$ cat src/common/bch_consts.svh
`ifndef BCH_CONSTS_SVH
`define BCH_CONSTS_SVH

// BCH(15,5) code able to correct up to three errors
`define BCH_N          15
`define BCH_K          5

// g(x) = x^10 + x^8 + x^5 + x^4 + x^2 + x + 1
`define BCH_GEN        11'b10100110111

`define BCH_MAX_ERRORS 6           // below the minimum distance of 7
`define PRNG_SEED      16'hb5e3    // any nonzero value works

`endif

$ cat src/common/bch_pkg.sv
`default_nettype none

`include "bch_consts.svh"

package bch_pkg;

    // -------------------------------------------------------------------
    // code word shapes
    // -------------------------------------------------------------------

    // user data before encoding
    typedef logic [`BCH_K-1:0] msg_t;

    typedef logic [`BCH_N-1:0] codeword_t;    // what travels over the channel

    // left over after division by g(x), zero for a valid code word
    typedef logic [`BCH_N-`BCH_K-1:0] remainder_t;

endpackage

`default_nettype wire

$ cat src/common/channel_pkg.sv
`default_nettype none

package channel_pkg;

    // -------------------------------------------------------------------
    // controller
    // -------------------------------------------------------------------

    typedef enum logic [2:0] {
        st_idle   = 3'd0,
        st_encode = 3'd1,
        st_inject = 3'd2,
        st_decode = 3'd3,
        st_done   = 3'd4     // single cycle, raises out_valid
    } chan_state_t;

    // one transfer as seen at the data_ready edge
    typedef struct packed {
        bch_pkg::msg_t msg;
        logic          encode_en;
        logic          errors_en;
        logic [7:0]    err_count;   // already clipped to the error cap
    } chan_req_t;

endpackage

`default_nettype wire

$ cat src/bch/bch_divider.sv
`timescale 1ns/1ns
`default_nettype none

`include "bch_consts.svh"

module bch_divider (
    input  logic               clk,
    input  logic               rst,
    input  logic               start,
    input  bch_pkg::codeword_t word,
    output logic               done,
    output bch_pkg::msg_t      quotient,
    output bch_pkg::remainder_t remainder
);

    import bch_pkg::*;

    localparam int CNT_W = $clog2(`BCH_K);

    codeword_t        work;         // partial dividend
    logic [CNT_W-1:0] step;         // quotient bit being formed
    logic             busy;

    codeword_t        cur_word;
    logic [CNT_W-1:0] cur_step;
    logic             q_bit;
    codeword_t        next_word;

    // -------------------------------------------------------------------
    // one long division step
    // -------------------------------------------------------------------

    // step 0 works straight off the input so the last step lands on cycle K
    assign cur_word = start ? word : work;
    assign cur_step = start ? '0 : step;
    assign q_bit    = cur_word[`BCH_N-1-cur_step];     // leading term of this step

    assign next_word = q_bit ? cur_word ^ (codeword_t'(`BCH_GEN) << (`BCH_K-1-cur_step))
                             : cur_word;

    always_ff @(posedge clk or posedge rst) begin
        if (rst) begin
            busy <= 1'b0;
            step <= '0;
            done <= 1'b0;
        end else begin
            done <= 1'b0;
            if (start) begin
                busy <= 1'b1;
                step <= CNT_W'(1);
            end else if (busy) begin
                step <= step + 1'b1;
                if (step == CNT_W'(`BCH_K-1)) begin
                    busy <= 1'b0;
                    done <= 1'b1;
                end
            end
        end
    end

    always_ff @(posedge clk) begin
        if (start || busy) begin
            work     <= next_word;
            quotient <= {quotient[`BCH_K-2:0], q_bit};   // msb first
        end
    end

    assign remainder = work[`BCH_N-`BCH_K-1:0];   // top K bits are cleared by now

    // a division always spans exactly K clocks
    a_done_timing: assert property (@(posedge clk) disable iff (rst)
        done |-> $past(start, `BCH_K));

endmodule

`default_nettype wire

$ cat src/bch/bch_encoder.sv
`timescale 1ns/1ns
`default_nettype none

`include "bch_consts.svh"

module bch_encoder (
    input  logic               clk,
    input  logic               rst,
    input  logic               start,
    input  bch_pkg::msg_t      msg,
    output logic               done,
    output bch_pkg::codeword_t word
);

    import bch_pkg::*;

    // non-systematic code: c(x) = m(x) * g(x) over GF(2)
    function automatic codeword_t gf2_mul(input msg_t m);
        codeword_t acc;
        acc = '0;
        for (int i = 0; i < `BCH_K; i++) begin
            if (m[i])
                acc = acc ^ (codeword_t'(`BCH_GEN) << i);   // add shifted g(x)
        end
        return acc;
    endfunction

    always_ff @(posedge clk or posedge rst) begin
        if (rst)
            done <= 1'b0;
        else
            done <= start;
    end

    always_ff @(posedge clk) begin
        if (start)
            word <= gf2_mul(msg);
    end

endmodule

`default_nettype wire

$ cat src/bch_channel_top.sv
`timescale 1ns/1ns
`default_nettype none

`include "bch_consts.svh"

module bch_channel_top (
    input  logic               clk,
    input  logic               rst,
    input  logic               data_ready,
    input  bch_pkg::msg_t      data_in,
    input  logic               encode_en,
    input  logic               errors_en,
    input  logic [7:0]         err_count,
    output logic               out_valid,
    output bch_pkg::msg_t      data_out,
    output bch_pkg::codeword_t word_out,
    output logic               err_detected
);

    import bch_pkg::*;
    import channel_pkg::*;

    chan_req_t  req;
    logic       enc_start;
    logic       enc_done;
    logic       inj_start;
    logic       inj_done;
    logic       dec_start;
    logic       dec_done;
    logic       ctrl_valid;

    codeword_t  enc_word;
    codeword_t  inj_in;
    codeword_t  inj_word;
    codeword_t  dec_word;
    codeword_t  final_word;
    msg_t       quotient;
    remainder_t remainder;

    // raw mode sends the zero-extended message
    assign inj_in     = req.encode_en ? enc_word : codeword_t'(req.msg);
    assign dec_word   = req.errors_en ? inj_word : enc_word;
    assign final_word = req.errors_en ? inj_word : inj_in;

    channel_ctrl u_ctrl (
        .clk        (clk),
        .rst        (rst),
        .data_ready (data_ready),
        .data_in    (data_in),
        .encode_en  (encode_en),
        .errors_en  (errors_en),
        .err_count  (err_count),
        .enc_done   (enc_done),
        .inj_done   (inj_done),
        .dec_done   (dec_done),
        .req        (req),
        .enc_start  (enc_start),
        .inj_start  (inj_start),
        .dec_start  (dec_start),
        .out_valid  (ctrl_valid)
    );

    bch_encoder u_enc (
        .clk   (clk),
        .rst   (rst),
        .start (enc_start),
        .msg   (req.msg),
        .done  (enc_done),
        .word  (enc_word)
    );

    error_injector u_inj (
        .clk      (clk),
        .rst      (rst),
        .start    (inj_start),
        .word_in  (inj_in),
        .count    (req.err_count),
        .done     (inj_done),
        .word_out (inj_word)
    );

    bch_divider u_dec (
        .clk       (clk),
        .rst       (rst),
        .start     (dec_start),
        .word      (dec_word),
        .done      (dec_done),
        .quotient  (quotient),
        .remainder (remainder)
    );

    // -------------------------------------------------------------------
    // results, loaded together with the delayed valid
    // -------------------------------------------------------------------

    always_ff @(posedge clk or posedge rst) begin
        if (rst)
            out_valid <= 1'b0;
        else
            out_valid <= ctrl_valid;
    end

    always_ff @(posedge clk) begin
        if (ctrl_valid) begin
            word_out     <= final_word;
            data_out     <= req.encode_en ? quotient : final_word[`BCH_K-1:0];
            err_detected <= req.encode_en && (remainder != '0);   // no check in raw mode
        end
    end

endmodule

`default_nettype wire

$ cat src/channel_ctrl.sv
`timescale 1ns/1ns
`default_nettype none

`include "bch_consts.svh"

module channel_ctrl (
    input  logic                  clk,
    input  logic                  rst,
    input  logic                  data_ready,
    input  bch_pkg::msg_t         data_in,
    input  logic                  encode_en,
    input  logic                  errors_en,
    input  logic [7:0]            err_count,
    input  logic                  enc_done,
    input  logic                  inj_done,
    input  logic                  dec_done,
    output channel_pkg::chan_req_t req,
    output logic                  enc_start,
    output logic                  inj_start,
    output logic                  dec_start,
    output logic                  out_valid
);

    import channel_pkg::*;

    chan_state_t state;
    chan_state_t next_state;
    logic        ready_q;
    logic        ready_rise;
    logic [7:0]  count_sat;

    assign ready_rise = data_ready && !ready_q;
    assign count_sat  = (err_count > 8'(`BCH_MAX_ERRORS)) ? 8'(`BCH_MAX_ERRORS) : err_count;

    // -------------------------------------------------------------------
    // stage sequencing
    // -------------------------------------------------------------------

    always_comb begin
        next_state = state;
        case (state)
            st_idle:       // req is not loaded yet so steer from the inputs
                if (ready_rise)
                    next_state = encode_en ? st_encode : (errors_en ? st_inject : st_done);
            st_encode:
                if (enc_done)
                    next_state = req.errors_en ? st_inject : st_decode;
            st_inject:
                if (inj_done)
                    next_state = req.encode_en ? st_decode : st_done;
            st_decode:
                if (dec_done)
                    next_state = st_done;
            default:
                next_state = st_idle;
        endcase
    end

    always_ff @(posedge clk or posedge rst) begin
        if (rst) begin
            state     <= st_idle;
            ready_q   <= 1'b0;
            enc_start <= 1'b0;
            inj_start <= 1'b0;
            dec_start <= 1'b0;
            out_valid <= 1'b0;
        end else begin
            state     <= next_state;
            ready_q   <= data_ready;
            // each start fires once on entry into its stage
            enc_start <= (next_state == st_encode) && (state != st_encode);
            inj_start <= (next_state == st_inject) && (state != st_inject);
            dec_start <= (next_state == st_decode) && (state != st_decode);
            out_valid <= (next_state == st_done);
        end
    end

    always_ff @(posedge clk) begin
        if (state == st_idle && ready_rise)
            req <= '{msg: data_in, encode_en: encode_en, errors_en: errors_en,
                     err_count: count_sat};
    end

    // stages are started one at a time and never on two cycles in a row
    a_one_start: assert property (@(posedge clk) disable iff (rst)
        (enc_start || inj_start || dec_start) |=> !(enc_start || inj_start || dec_start));

endmodule

`default_nettype wire

$ cat src/error_injector.sv
`timescale 1ns/1ns
`default_nettype none

`include "bch_consts.svh"

module error_injector (
    input  logic               clk,
    input  logic               rst,
    input  logic               start,
    input  bch_pkg::codeword_t word_in,
    input  logic [7:0]         count,
    output logic               done,
    output bch_pkg::codeword_t word_out
);

    import bch_pkg::*;

    logic [15:0] prng;
    logic [15:0] prng_next;
    logic [3:0]  idx;
    codeword_t   mask;          // positions flipped so far
    logic [3:0]  flipped;
    logic        busy;
    logic        hit;

    // -------------------------------------------------------------------
    // position source
    // -------------------------------------------------------------------

    // xorshift with shifts 7/9/8, period 2^16 - 1
    always_comb begin
        prng_next = prng ^ (prng << 7);
        prng_next = prng_next ^ (prng_next >> 9);
        prng_next = prng_next ^ (prng_next << 8);
    end

    always_ff @(posedge clk or posedge rst) begin
        if (rst)
            prng <= `PRNG_SEED;
        else
            prng <= prng_next;       // free running
    end

    assign idx = prng[3:0];

    // index 15 lies outside the word and is simply skipped
    assign hit = busy && (idx < `BCH_N) && !mask[idx];

    // -------------------------------------------------------------------
    // flipping
    // -------------------------------------------------------------------

    always_ff @(posedge clk or posedge rst) begin
        if (rst) begin
            busy    <= 1'b0;
            done    <= 1'b0;
            mask    <= '0;
            flipped <= '0;
        end else begin
            done <= 1'b0;
            if (start) begin
                mask    <= '0;
                flipped <= '0;
                busy    <= (count != 8'd0);
                done    <= (count == 8'd0);   // nothing to flip
            end else if (hit) begin
                mask[idx] <= 1'b1;
                flipped   <= flipped + 1'b1;
                if ({4'd0, flipped} + 8'd1 == count) begin
                    busy <= 1'b0;
                    done <= 1'b1;
                end
            end
        end
    end

    always_ff @(posedge clk) begin
        if (start)
            word_out <= word_in;
        else if (hit)
            word_out[idx] <= ~word_out[idx];
    end

    // count is held by the controller for the whole run
    a_mask_bound: assert property (@(posedge clk) disable iff (rst)
        busy |-> ($countones(mask) <= count));

endmodule

`default_nettype wire

$ cat config.mk
export PLATFORM = sky130hd
export DESIGN_NAME = bch_channel_top
export DESIGN_NICKNAME = d
export VERILOG_FILES = /design/src/common/bch_pkg.sv /design/src/common/channel_pkg.sv /design/src/bch/bch_divider.sv /design/src/bch/bch_encoder.sv /design/src/bch_channel_top.sv /design/src/channel_ctrl.sv /design/src/error_injector.sv
export VERILOG_INCLUDE_DIRS = /design/src /design/src/common
export SDC_FILE = /design/constraint.sdc
export NUM_CORES = 1
export LEC_CHECK = 0
export BUFFER_PORTS_ARGS = -buffer_cell sky130_fd_sc_hd__buf_2
export CAP_MARGIN = 20
export CORE_MARGIN = 2
export CORE_UTILIZATION = 40
export DETAILED_ROUTE_END_ITERATION = 10
export HOLD_SLACK_MARGIN = 0.06
export PLACE_DENSITY = 0.65
export REMOVE_ABC_BUFFERS = 1
export SYNTH_ARGS = -nofsm -noshare
export SYNTH_HDL_FRONTEND = slang
export SYNTH_SLANG_ARGS = --single-unit
$ cat constraint.sdc
create_clock -name clk -period 3.58 [get_ports clk]
set_input_delay 0.179 -clock clk [delete_from_list [all_inputs] [get_ports clk]]
set_output_delay 0.179 -clock clk [all_outputs]
set_load 0.05 [all_outputs]
==> flow_summary.yaml, run 1 <==
status:
  status: "finished clean"
logic_synthesis:
  syn_inst: 611
  synth_top_area_share_pct: 37.1
  synth.cell_area_mm2: 0.00697
  ys_types: 59
  yosysWarnings: 0
  yosysMostFrequentCell: "edfxtp_1"
  ys_ff_latch: 138
  ys_seq_area_share_pct: 55.9
  yosys.area.top_type: "edfxtp_1"
  syn_avg_cell_area_um2: 11.4
  synth_flop_cell: "edfxtp_1"
  synthTopCellsByCount: "86 x edfxtp_1, 72 x nor2_1, 43 x xnor2_1, 42 x dfrtp_1, 37 x a21oi_1"
  async_reset_ff_share_pct: 37.7
  synth.top_cells.by_area: "edfxtp_1 37%, dfrtp_1 15%, xnor2_1 5.4%"
  synth_edf_count: 86
power:
  vdd_ir_drop_max_v: 0.000378
  p_per_area_mw_per_mm2: 839
  p_leak_nw: 3.28
setup_path:
  cpMaxStageDelayCell: "a222oi_1"
  worstPathCellList: "nor2_1 > inv_1 > ha_1 > inv_1 > o21ai_0 > a222oi_1 > nor3_1 > xnor2_1"
  r2r-end: "u_dec.work[9]$_DFFE_PP_"
  worst-endpoint-arrival_ps: 2990
  reg2regPathDepth: 8
  r2r_start: "u_ctrl.dec_start$_DFF_PP0_"
  critPathCaptureType: "register"
  r2r_slack_ps: 760
  path_max_fanout: 17
  critPathMostFrequentCell: "inv_1"
  worst_setup_path_start_kind: "register"
  crit_type: "reg -> reg"
  worst_ep_required_time_ps: 3740
  slowest_delay_ps: 570
sta:
  whs_ps: 102
  setup_viol: 0
  fin_skew_ps: 9.17
  setup-tns-final_ps: 0
  worstMarginPinSlew_ps: 1020
  rsz0062_at_grt: "no"
  relSlewSlack_pct: 31.8
  timing_hold_violations_final: 0
  fmax_ghz: 0.354
  final_max_slew_viol_count: 0
  fin_crit_ps: 2820
  min_period_over_period_pct: 78.9
placed_design:
  io_buffers: 39
  routabilityCongestion: 0.890
  dpl_cell_area_mm2: 0.00741
  hpwlAfterDp_um: 10900
min_path:
  min_path_cells: 3
  min_to: "u_ctrl.req[0]$_SDFFCE_PN0P_"
  hold_path.class: "in -> reg"
  hp-start: "err_count[0]"
final_layout:
  post-route-util_pct: 47.4
  register_area_mm2: 0.00390
  multi_input_area_mm2: 0.00286
  n_fill_cell: 1568
  num_antenna_cells: 0
  area_growth_pct: 16.8
  drive_above_1_share_pct: 17.5
  final_nets: 686
  fin_area_mm2: 0.00814
clock_tree:
  path_clk_slew_ps: 60
  ctsHtreeMaxLevel: 4
  clk_latency_ps: 420
  post_cts_resized: 0
  cts_setup_buffers: 0
  cts-root-buf: "clkbuf_16"
  cts_tree: "done"
  clk_path_buf_depth: 2
  cts.sinks: 138
  cts_buffers: 17
grt:
  grt_pass1_vias: 5075
  antenna_found_initial: 0
  grt_max_degree: 53
  track_usage_pct: 18.5
  grt_overflow: 0
  grt_first_pass_wirelength_um: 26100
route:
  avgViaCountPerCell: 5.48
  antenna_left: 0
  drt_iter0_drc: 512
  wl_per_cell_um: 17.6
  firstDrtPassIters: 6
  drc: 0
  wl_um: 15800
  num_vias: 4932
die:
  die_h_um: 136
  ios: 40
  fp.dieArea_mm2: 0.0185
  start_util_pct: 40.6
  fp.coreArea_mm2: 0.0172
  rows: 48
  die_w_um: 136
run:
  max_cap_viol_count: 0
logic make-up (layout without fill, tap and decap cells):
group | Yosys count | after routing | share of synthesized area [%]
xor+xnor | 66 | 66 | 8.41
mux | 45 | 45 | 7.45
compound gates | 134 | 134 | 13.2
fa+ha+maj | 6 | 6 | 1.08
simple gates | 162 | 162 | 10.5
flops | 138 | 138 | 55.9
other cells | 1 | 5 | 0.0538
buf+inv | 59 | 119 | 3.32
how the worst max path moves through the flow:
stage	slack, ps	depth (start not counted)	end	startpoint
floorplan	190	9	u_dec.work[6]$_DFFE_PP_	u_ctrl.dec_start$_DFF_PP0_
global placement	780	8	u_dec.work[9]$_DFFE_PP_	u_ctrl.dec_start$_DFF_PP0_
detailed placement	830	8	u_dec.work[9]$_DFFE_PP_	u_ctrl.dec_start$_DFF_PP0_
CTS	800	7	u_dec.work[1]$_DFFE_PP_	u_dec.step[2]$_DFFE_PP0P_
global route	560	6	u_dec.work[6]$_DFFE_PP_	u_dec.step[2]$_DFFE_PP0P_
finish	760	8	u_dec.work[9]$_DFFE_PP_	u_ctrl.dec_start$_DFF_PP0_
flip-flops by register name, indices dropped and copies added (netlist names), 3 cells and up:
signal and flops:
u_enc.word 15, u_inj.flipped 4, u_dec.quotient 5, u_inj.prng 16
u_ctrl.req 15, u_ctrl.state 3, u_dec.step 3, data_out 5
u_dec.work 15, word_out 15, u_inj.word_out 15, u_inj.mask 15
area by class of cell:
class / count / share of cell area, %
clock buffers: 25 / 6.24
multi-input cells: 418 / 35.1
inverters: 18 / 0.830
clock inverters: 7 / 0.692
well taps: 225 / 3.46
repair buffers: 69 / 5.75
flip-flops and latches: 138 / 47.9
cell usage in the layout (no fill, tap or decap), drive strengths merged, types with 18 or more instances in the layout:
master  count
inv        19
a21oi      37
xor2       22
edfxtp     86
dfrtp      42
o21ai      22
nor2       72
mux2i      26
a22o       18
buf        55
xnor2      44
nand2      35
clkbuf     25
worst max-delay path, delay by kind of cell, from the launching register on:
kind	cells	cell delay, ps
simple gates	2	400
fa+ha+maj	1	440
xor+xnor	1	160
compound gates	2	680
buf+inv	2	430
flops	1	450
repair_timing:
item	in CTS	in global routing
hold buffers	14	0
hold endpoints to repair	29	0
endpoints found under the setup margin	0	0
where the power goes:
part,leakage [nW],total [mW],switching [mW],internal [mW]
clock network,0.277,1.66,0.670,0.995
logic,1.54,2.68,1.57,1.11
registers,1.46,2.49,0.299,2.19
routing by layer:
metal / part of all wire, % / up-vias / global-route usage (%)
li1: - / 2310 / -
met1: 44 / 2400 / 24.0
met2: 48 / 180 / 29.5
met3: 5.1 / 42 / 3.62
met4: 3.1 / 0 / 9.49
met5: 0 / - / 0
through the flow:
stage               worst slack (ps)  cells  power, mW
global route                     559    900       7.22
finish                           757    900       6.83
CTS                              798    899       6.83
global placement                 778    853       5.08
floorplan                        188    574       4.34
detailed placement               825    853       5.14
Power figures use the tool's default switching activity.
==> run 2: changes to the inputs <==
Clock period 3.58 ns to 2.7 ns, I/O delays scaled along.
==> flow_summary.yaml, run 2 (synthesis results as in run 1) <==
setup_path:
  crit_type: "reg -> reg"
  critPathCaptureType: "register"
  worst_ep_required_time_ps: 3060
  cpMaxStageDelayCell: "dfstp_2"
  worst-endpoint-arrival_ps: 2920
  reg2regPathDepth: 5
  r2r-end: "u_inj.flipped[3]$_DFFE_PP0P_"
  startpoint: "u_inj.prng[1]$_DFF_PP1_"
  r2r_slack_ps: 140
  r2r_start: "u_inj.prng[1]$_DFF_PP1_"
  path_max_fanout: 13
  worst_setup_path_start_kind: "register"
  cp_top_family: "compound AO/OA/AOI/OAI gates"
  crit_buf_inv: 1
  slowest_delay_ps: 740
  worstPathCellList: "clkinv_1 > o41a_1 > a311o_1 > or4_1 > nand2_1"
final_layout:
  post-route-util_pct: 48.3
  final_common_cell: "edfxtp_1"
  largest_reg_flops: 16
  multi_input_area_mm2: 0.00286
  final_cell_mix: "86 x edfxtp_1, 72 x nor2_1, 43 x xnor2_1"
  n_fill_cell: 1571
  register_area_mm2: 0.00390
  drive_above_1_share_pct: 20.1
  top_register: "u_inj.prng"
  final_nets: 703
  area_growth_pct: 19.0
  num_antenna_cells: 0
sta:
  fin_skew_ps: 10.9
  timing_hold_violations_final: 0
  rsz0062_at_grt: "no"
  fin_crit_ps: 2560
  final_max_slew_viol_count: 0
  relSlewSlack_pct: 36.0
  whs_ps: 181
  min_period_over_period_pct: 94.7
  fmax_ghz: 0.391
  worstMarginPinSlew_ps: 960
  setup_viol: 0
power:
  p_int_mw: 5.74
  power.share.switching_pct: 37.6
  p_leak_nw: 3.38
  p_seq_share_pct: 35.3
  p_sw_mw: 3.46
  power_mw: 9.20
  p_per_area_mw_per_mm2: 1110
  vdd_ir_drop_max_v: 0.000582
  pwr-share-clk_pct: 25.0
  power_frac_comb_pct: 39.7
grt:
  grt_pass1_vias: 5044
  grt_first_pass_wirelength_um: 26100
  grt_overflow: 0
  track_usage_pct: 18.4
  grt_max_degree: 50
  antenna_found_initial: 0
die:
  fp.coreArea_mm2: 0.0172
  ios: 40
  die_h_um: 136
  fp.dieArea_mm2: 0.0185
  die_w_um: 136
  start_util_pct: 40.6
  rows: 48
route:
  wl_per_cell_um: 17.2
  drt_iter0_drc: 430
  antenna_left: 0
  firstDrtPassIters: 7
  avgViaCountPerCell: 5.42
  wl_um: 15800
  drc: 0
  num_vias: 4970
clock_tree:
  cts_setup_buffers: 0
  cts-root-buf: "clkbuf_16"
  cts_buffers: 17
  path_clk_slew_ps: 70
  clk_latency_ps: 430
  post_cts_resized: 0
  cts.sinks: 138
  clk_path_buf_depth: 2
  cts_tree: "done"
  cts_hold_buf: 15
  ctsHtreeMaxLevel: 4
run:
  max_cap_viol_count: 0
placed_design:
  routabilityCongestion: 0.881
  io_buffers: 39
  hpwlAfterDp_um: 11100
min_path:
  hold_path.class: "in -> async"
status:
  status: "finished clean"
[run 2: worst reg2reg max path, stage by stage, from the launching register on]
cell      delay, ps
dfstp_2         740
clkinv_1        300
o41a_1          450
a311o_1         430
or4_1           490
nand2_1          80
[run 2: worst max-delay path by stage]
stage | cells past startpoint | end | slack [ps]
after CTS | 5 | u_inj.flipped[3]$_DFFE_PP0P_ | 190
after detailed placement | 5 | u_inj.flipped[3]$_DFFE_PP0P_ | 220
final | 5 | u_inj.flipped[3]$_DFFE_PP0P_ | 140
after floorplan | 9 | u_dec.work[6]$_DFFE_PP_ | -690
after global placement | 5 | u_inj.flipped[3]$_DFFE_PP0P_ | 280
after global routing | 10 | u_dec.work[12]$_DFFE_PP_ | 20
[run 2: cell type report]
type	count	area share, %
clock buffer	18	5.43
clock inverter	14	1.66
timing repair buffer	86	7.21
inverter	18	0.815
multi-input combinational	418	34.5
sequential	138	47.0
tap	225	3.40
[run 2: layer usage]
metal,global-route usage (%),wire length (µm),up-vias
met1,24.2,6990,2421
met3,3.65,750,37
met2,29.5,7570,157
met5,0,0,-
li1,-,-,2355
met4,8.56,458,0
[run 2: power groups by stage]
stage | registers [mW] | clock network [mW] | logic, mW
3_3_place_gp | 3.27 | 0 | 3.52
3_5_place_dp | 3.28 | 0 | 3.58
5_1_grt | 3.31 | 2.42 | 4.04
4_1_cts | 3.24 | 2.34 | 3.62
2_1_floorplan | 3.33 | 0 | 2.42
6_report | 3.25 | 2.30 | 3.65
[run 2: through the flow]
step | area (µm²) | worst slack, ps | setup TNS [ps] | cells
final | 8290 | 144 | 0 | 917
after global routing | 8290 | 24.7 | 0 | 917
after CTS | 8270 | 192 | 0 | 916
after detailed placement | 7530 | 223 | 0 | 869
after global placement | 7530 | 283 | 0 | 869
after floorplan | 6820 | -692 | -10100 | 574
==> run 3: changes to the inputs <==
--- a/config.mk
+++ b/config.mk
@@ -10,8 +10,8 @@
 export CAP_MARGIN = 20
 export CORE_MARGIN = 2
-export CORE_UTILIZATION = 40
+export CORE_UTILIZATION = 29
 export DETAILED_ROUTE_END_ITERATION = 10
 export HOLD_SLACK_MARGIN = 0.06
-export PLACE_DENSITY = 0.65
+export PLACE_DENSITY = 0.53
 export REMOVE_ABC_BUFFERS = 1
 export SYNTH_ARGS = -nofsm -noshare
==> constraint.sdc (replaced) <==
create_clock -name clk -period 2.7 [get_ports clk]
set_input_delay 0.405 -clock clk [delete_from_list [all_inputs] [get_ports clk]]
set_output_delay 0.405 -clock clk [all_outputs]
set_load 0.05 [all_outputs]
==> flow_summary.yaml, run 3 (synthesis results as in run 1) <==
power:
  p_per_area_mw_per_mm2: 1110
  p_leak_nw: 3.34
  vdd_ir_drop_max_v: 0.000500
  power_mw: 9.23
placed_design:
  dp_cells: 965
  routabilityCongestion: 0.854
  dpl_worst_slack_ps: 206
  hpwlAfterDp_um: 11600
  dpl_cell_area_mm2: 0.00768
  io_buffers: 39
setup_path:
  cpMaxStageDelayCell: "o32a_2"
  reg2regPathDepth: 10
  critPathMostFrequentCell: "inv_1"
  worst_ep_required_time_ps: 2870
  critPathCaptureType: "register"
  r2r_slack_ps: 210
  crit_buf_inv: 4
  worst_setup_path_start_kind: "register"
  endpoint: "u_dec.work[0]$_DFFE_PP_"
  worstPathCellList: "inv_1 > nand2_1 > inv_1 > ha_1 > inv_1 > a21oi_1 > o32a_2 > buf_4 > nor3_1 > xnor2_1"
  cp_top_family: "compound AO/OA/AOI/OAI gates"
  startpoint: "u_ctrl.dec_start$_DFF_PP0_"
  crit_type: "reg -> reg"
  worst-path-stages: 10
  path_max_fanout: 10
  worst-endpoint-arrival_ps: 2660
  r2r_start: "u_ctrl.dec_start$_DFF_PP0_"
  slowest_delay_ps: 490
  r2r-end: "u_dec.work[0]$_DFFE_PP_"
route:
  num_vias: 4865
  wl_um: 16300
  drc: 0
  antenna_left: 0
  avgViaCountPerCell: 4.87
  firstDrtPassIters: 5
  wl_per_cell_um: 16.3
  drt_iter0_drc: 369
min_path:
  hold_path.class: "in -> reg"
status:
  status: "finished clean"
die:
  ios: 40
  fp.dieArea_mm2: 0.0253
  fp.coreArea_mm2: 0.0235
  rows: 56
  die_h_um: 159
  start_util_pct: 29.6
  die_w_um: 159
clock_tree:
  clk_path_buf_depth: 2
  cts.sinks: 138
  ctsHtreeMaxLevel: 4
  cts_buffers: 17
  cts_tree: "done"
  cts-root-buf: "clkbuf_16"
  clk_latency_ps: 420
  path_clk_slew_ps: 60
sta:
  rsz0062_at_grt: "no"
  fin_ws_ps: 207
  final_max_slew_viol_count: 0
  worstMarginPinSlew_ps: 1040
  fin_crit_ps: 2490
  timing_hold_violations_final: 0
  setup-tns-final_ps: 0
  fmax_ghz: 0.401
  relSlewSlack_pct: 30.4
  min_period_over_period_pct: 92.3
  whs_ps: 102
  setup_viol: 0
  fin_skew_ps: 11.3
final_layout:
  num_antenna_cells: 0
  final_cell_mix: "86 x edfxtp_1, 72 x nor2_1, 43 x xnor2_1"
  area_growth_pct: 18.9
  register_area_mm2: 0.00390
  final_cells: 998
  top_register: "u_inj.prng"
  final_nets: 690
  multi_input_area_mm2: 0.00286
  final_common_cell: "edfxtp_1"
  largest_reg_flops: 16
  fin_area_mm2: 0.00828
  drive_above_1_share_pct: 20.3
  post-route-util_pct: 35.2
  n_fill_cell: 2418
run:
  max_cap_viol_count: 0
grt:
  antenna_found_initial: 0
  grt_pass1_vias: 4969
  grt_overflow: 0
  grt_first_pass_wirelength_um: 26300
  track_usage_pct: 13.2
  grt_max_degree: 34
==> run 3: cell types whose count changed in the layout (fill, tap and decap cells not counted), moves of 2 or more <==
cell and delta:
clkbuf_1 +3, clkbuf_16 +3, clkinv_2 +2, dlygate4sd3_1 -14, inv_4 +2, inv_6 -2, inv_8 -8
==> run 3: worst min path at each step <==
stage	start	to	slack (ps)	depth (start not counted)
2_1_floorplan	u_dec.quotient[0]$_DFFE_PP_	u_dec.quotient[1]$_DFFE_PP_	420	0
3_3_place_gp	u_dec.quotient[2]$_DFFE_PP_	u_dec.quotient[3]$_DFFE_PP_	430	0
3_5_place_dp	u_dec.quotient[2]$_DFFE_PP_	u_dec.quotient[3]$_DFFE_PP_	440	0
4_1_cts	data_ready	u_ctrl.ready_q$_DFF_PP0_	90	1
5_1_grt	data_ready	u_ctrl.ready_q$_DFF_PP0_	90	1
6_report	data_ready	u_ctrl.ready_q$_DFF_PP0_	100	1
==> run 3: power by group <==
part / total [mW] / internal [mW] / switching, mW / leakage, nW
clock network: 2.32 / 1.42 / 0.893 / 0.300
logic: 3.66 / 1.56 / 2.10 / 1.58
registers: 3.26 / 2.90 / 0.354 / 1.46
total: 9.23 / 5.88 / 3.35 / 3.34
==> run 3: repair_timing <==
action,CTS,global route
setup buffers,0,0
setup endpoints to repair,0,4
hold buffers,1,0
hold endpoints to repair,13,0
resized for setup,0,1
==> run 3: final cells by class <==
class,instances,share of cell area [%]
well taps,319,4.82
inverters,18,0.816
clock buffers,25,6.65
flip-flops and latches,138,47.0
clock inverters,7,0.529
multi-input cells,418,34.5
repair buffers,73,5.62
==> run 3: routing by layer <==
layer / GRT usage (%) / vias to the layer above / wire length (µm)
met5: 0 / - / 0
met3: 2.37 / 19 / 528
met1: 18.3 / 2402 / 7970
li1: - / 2321 / -
met4: 5.45 / 0 / 263
met2: 20.5 / 123 / 7510
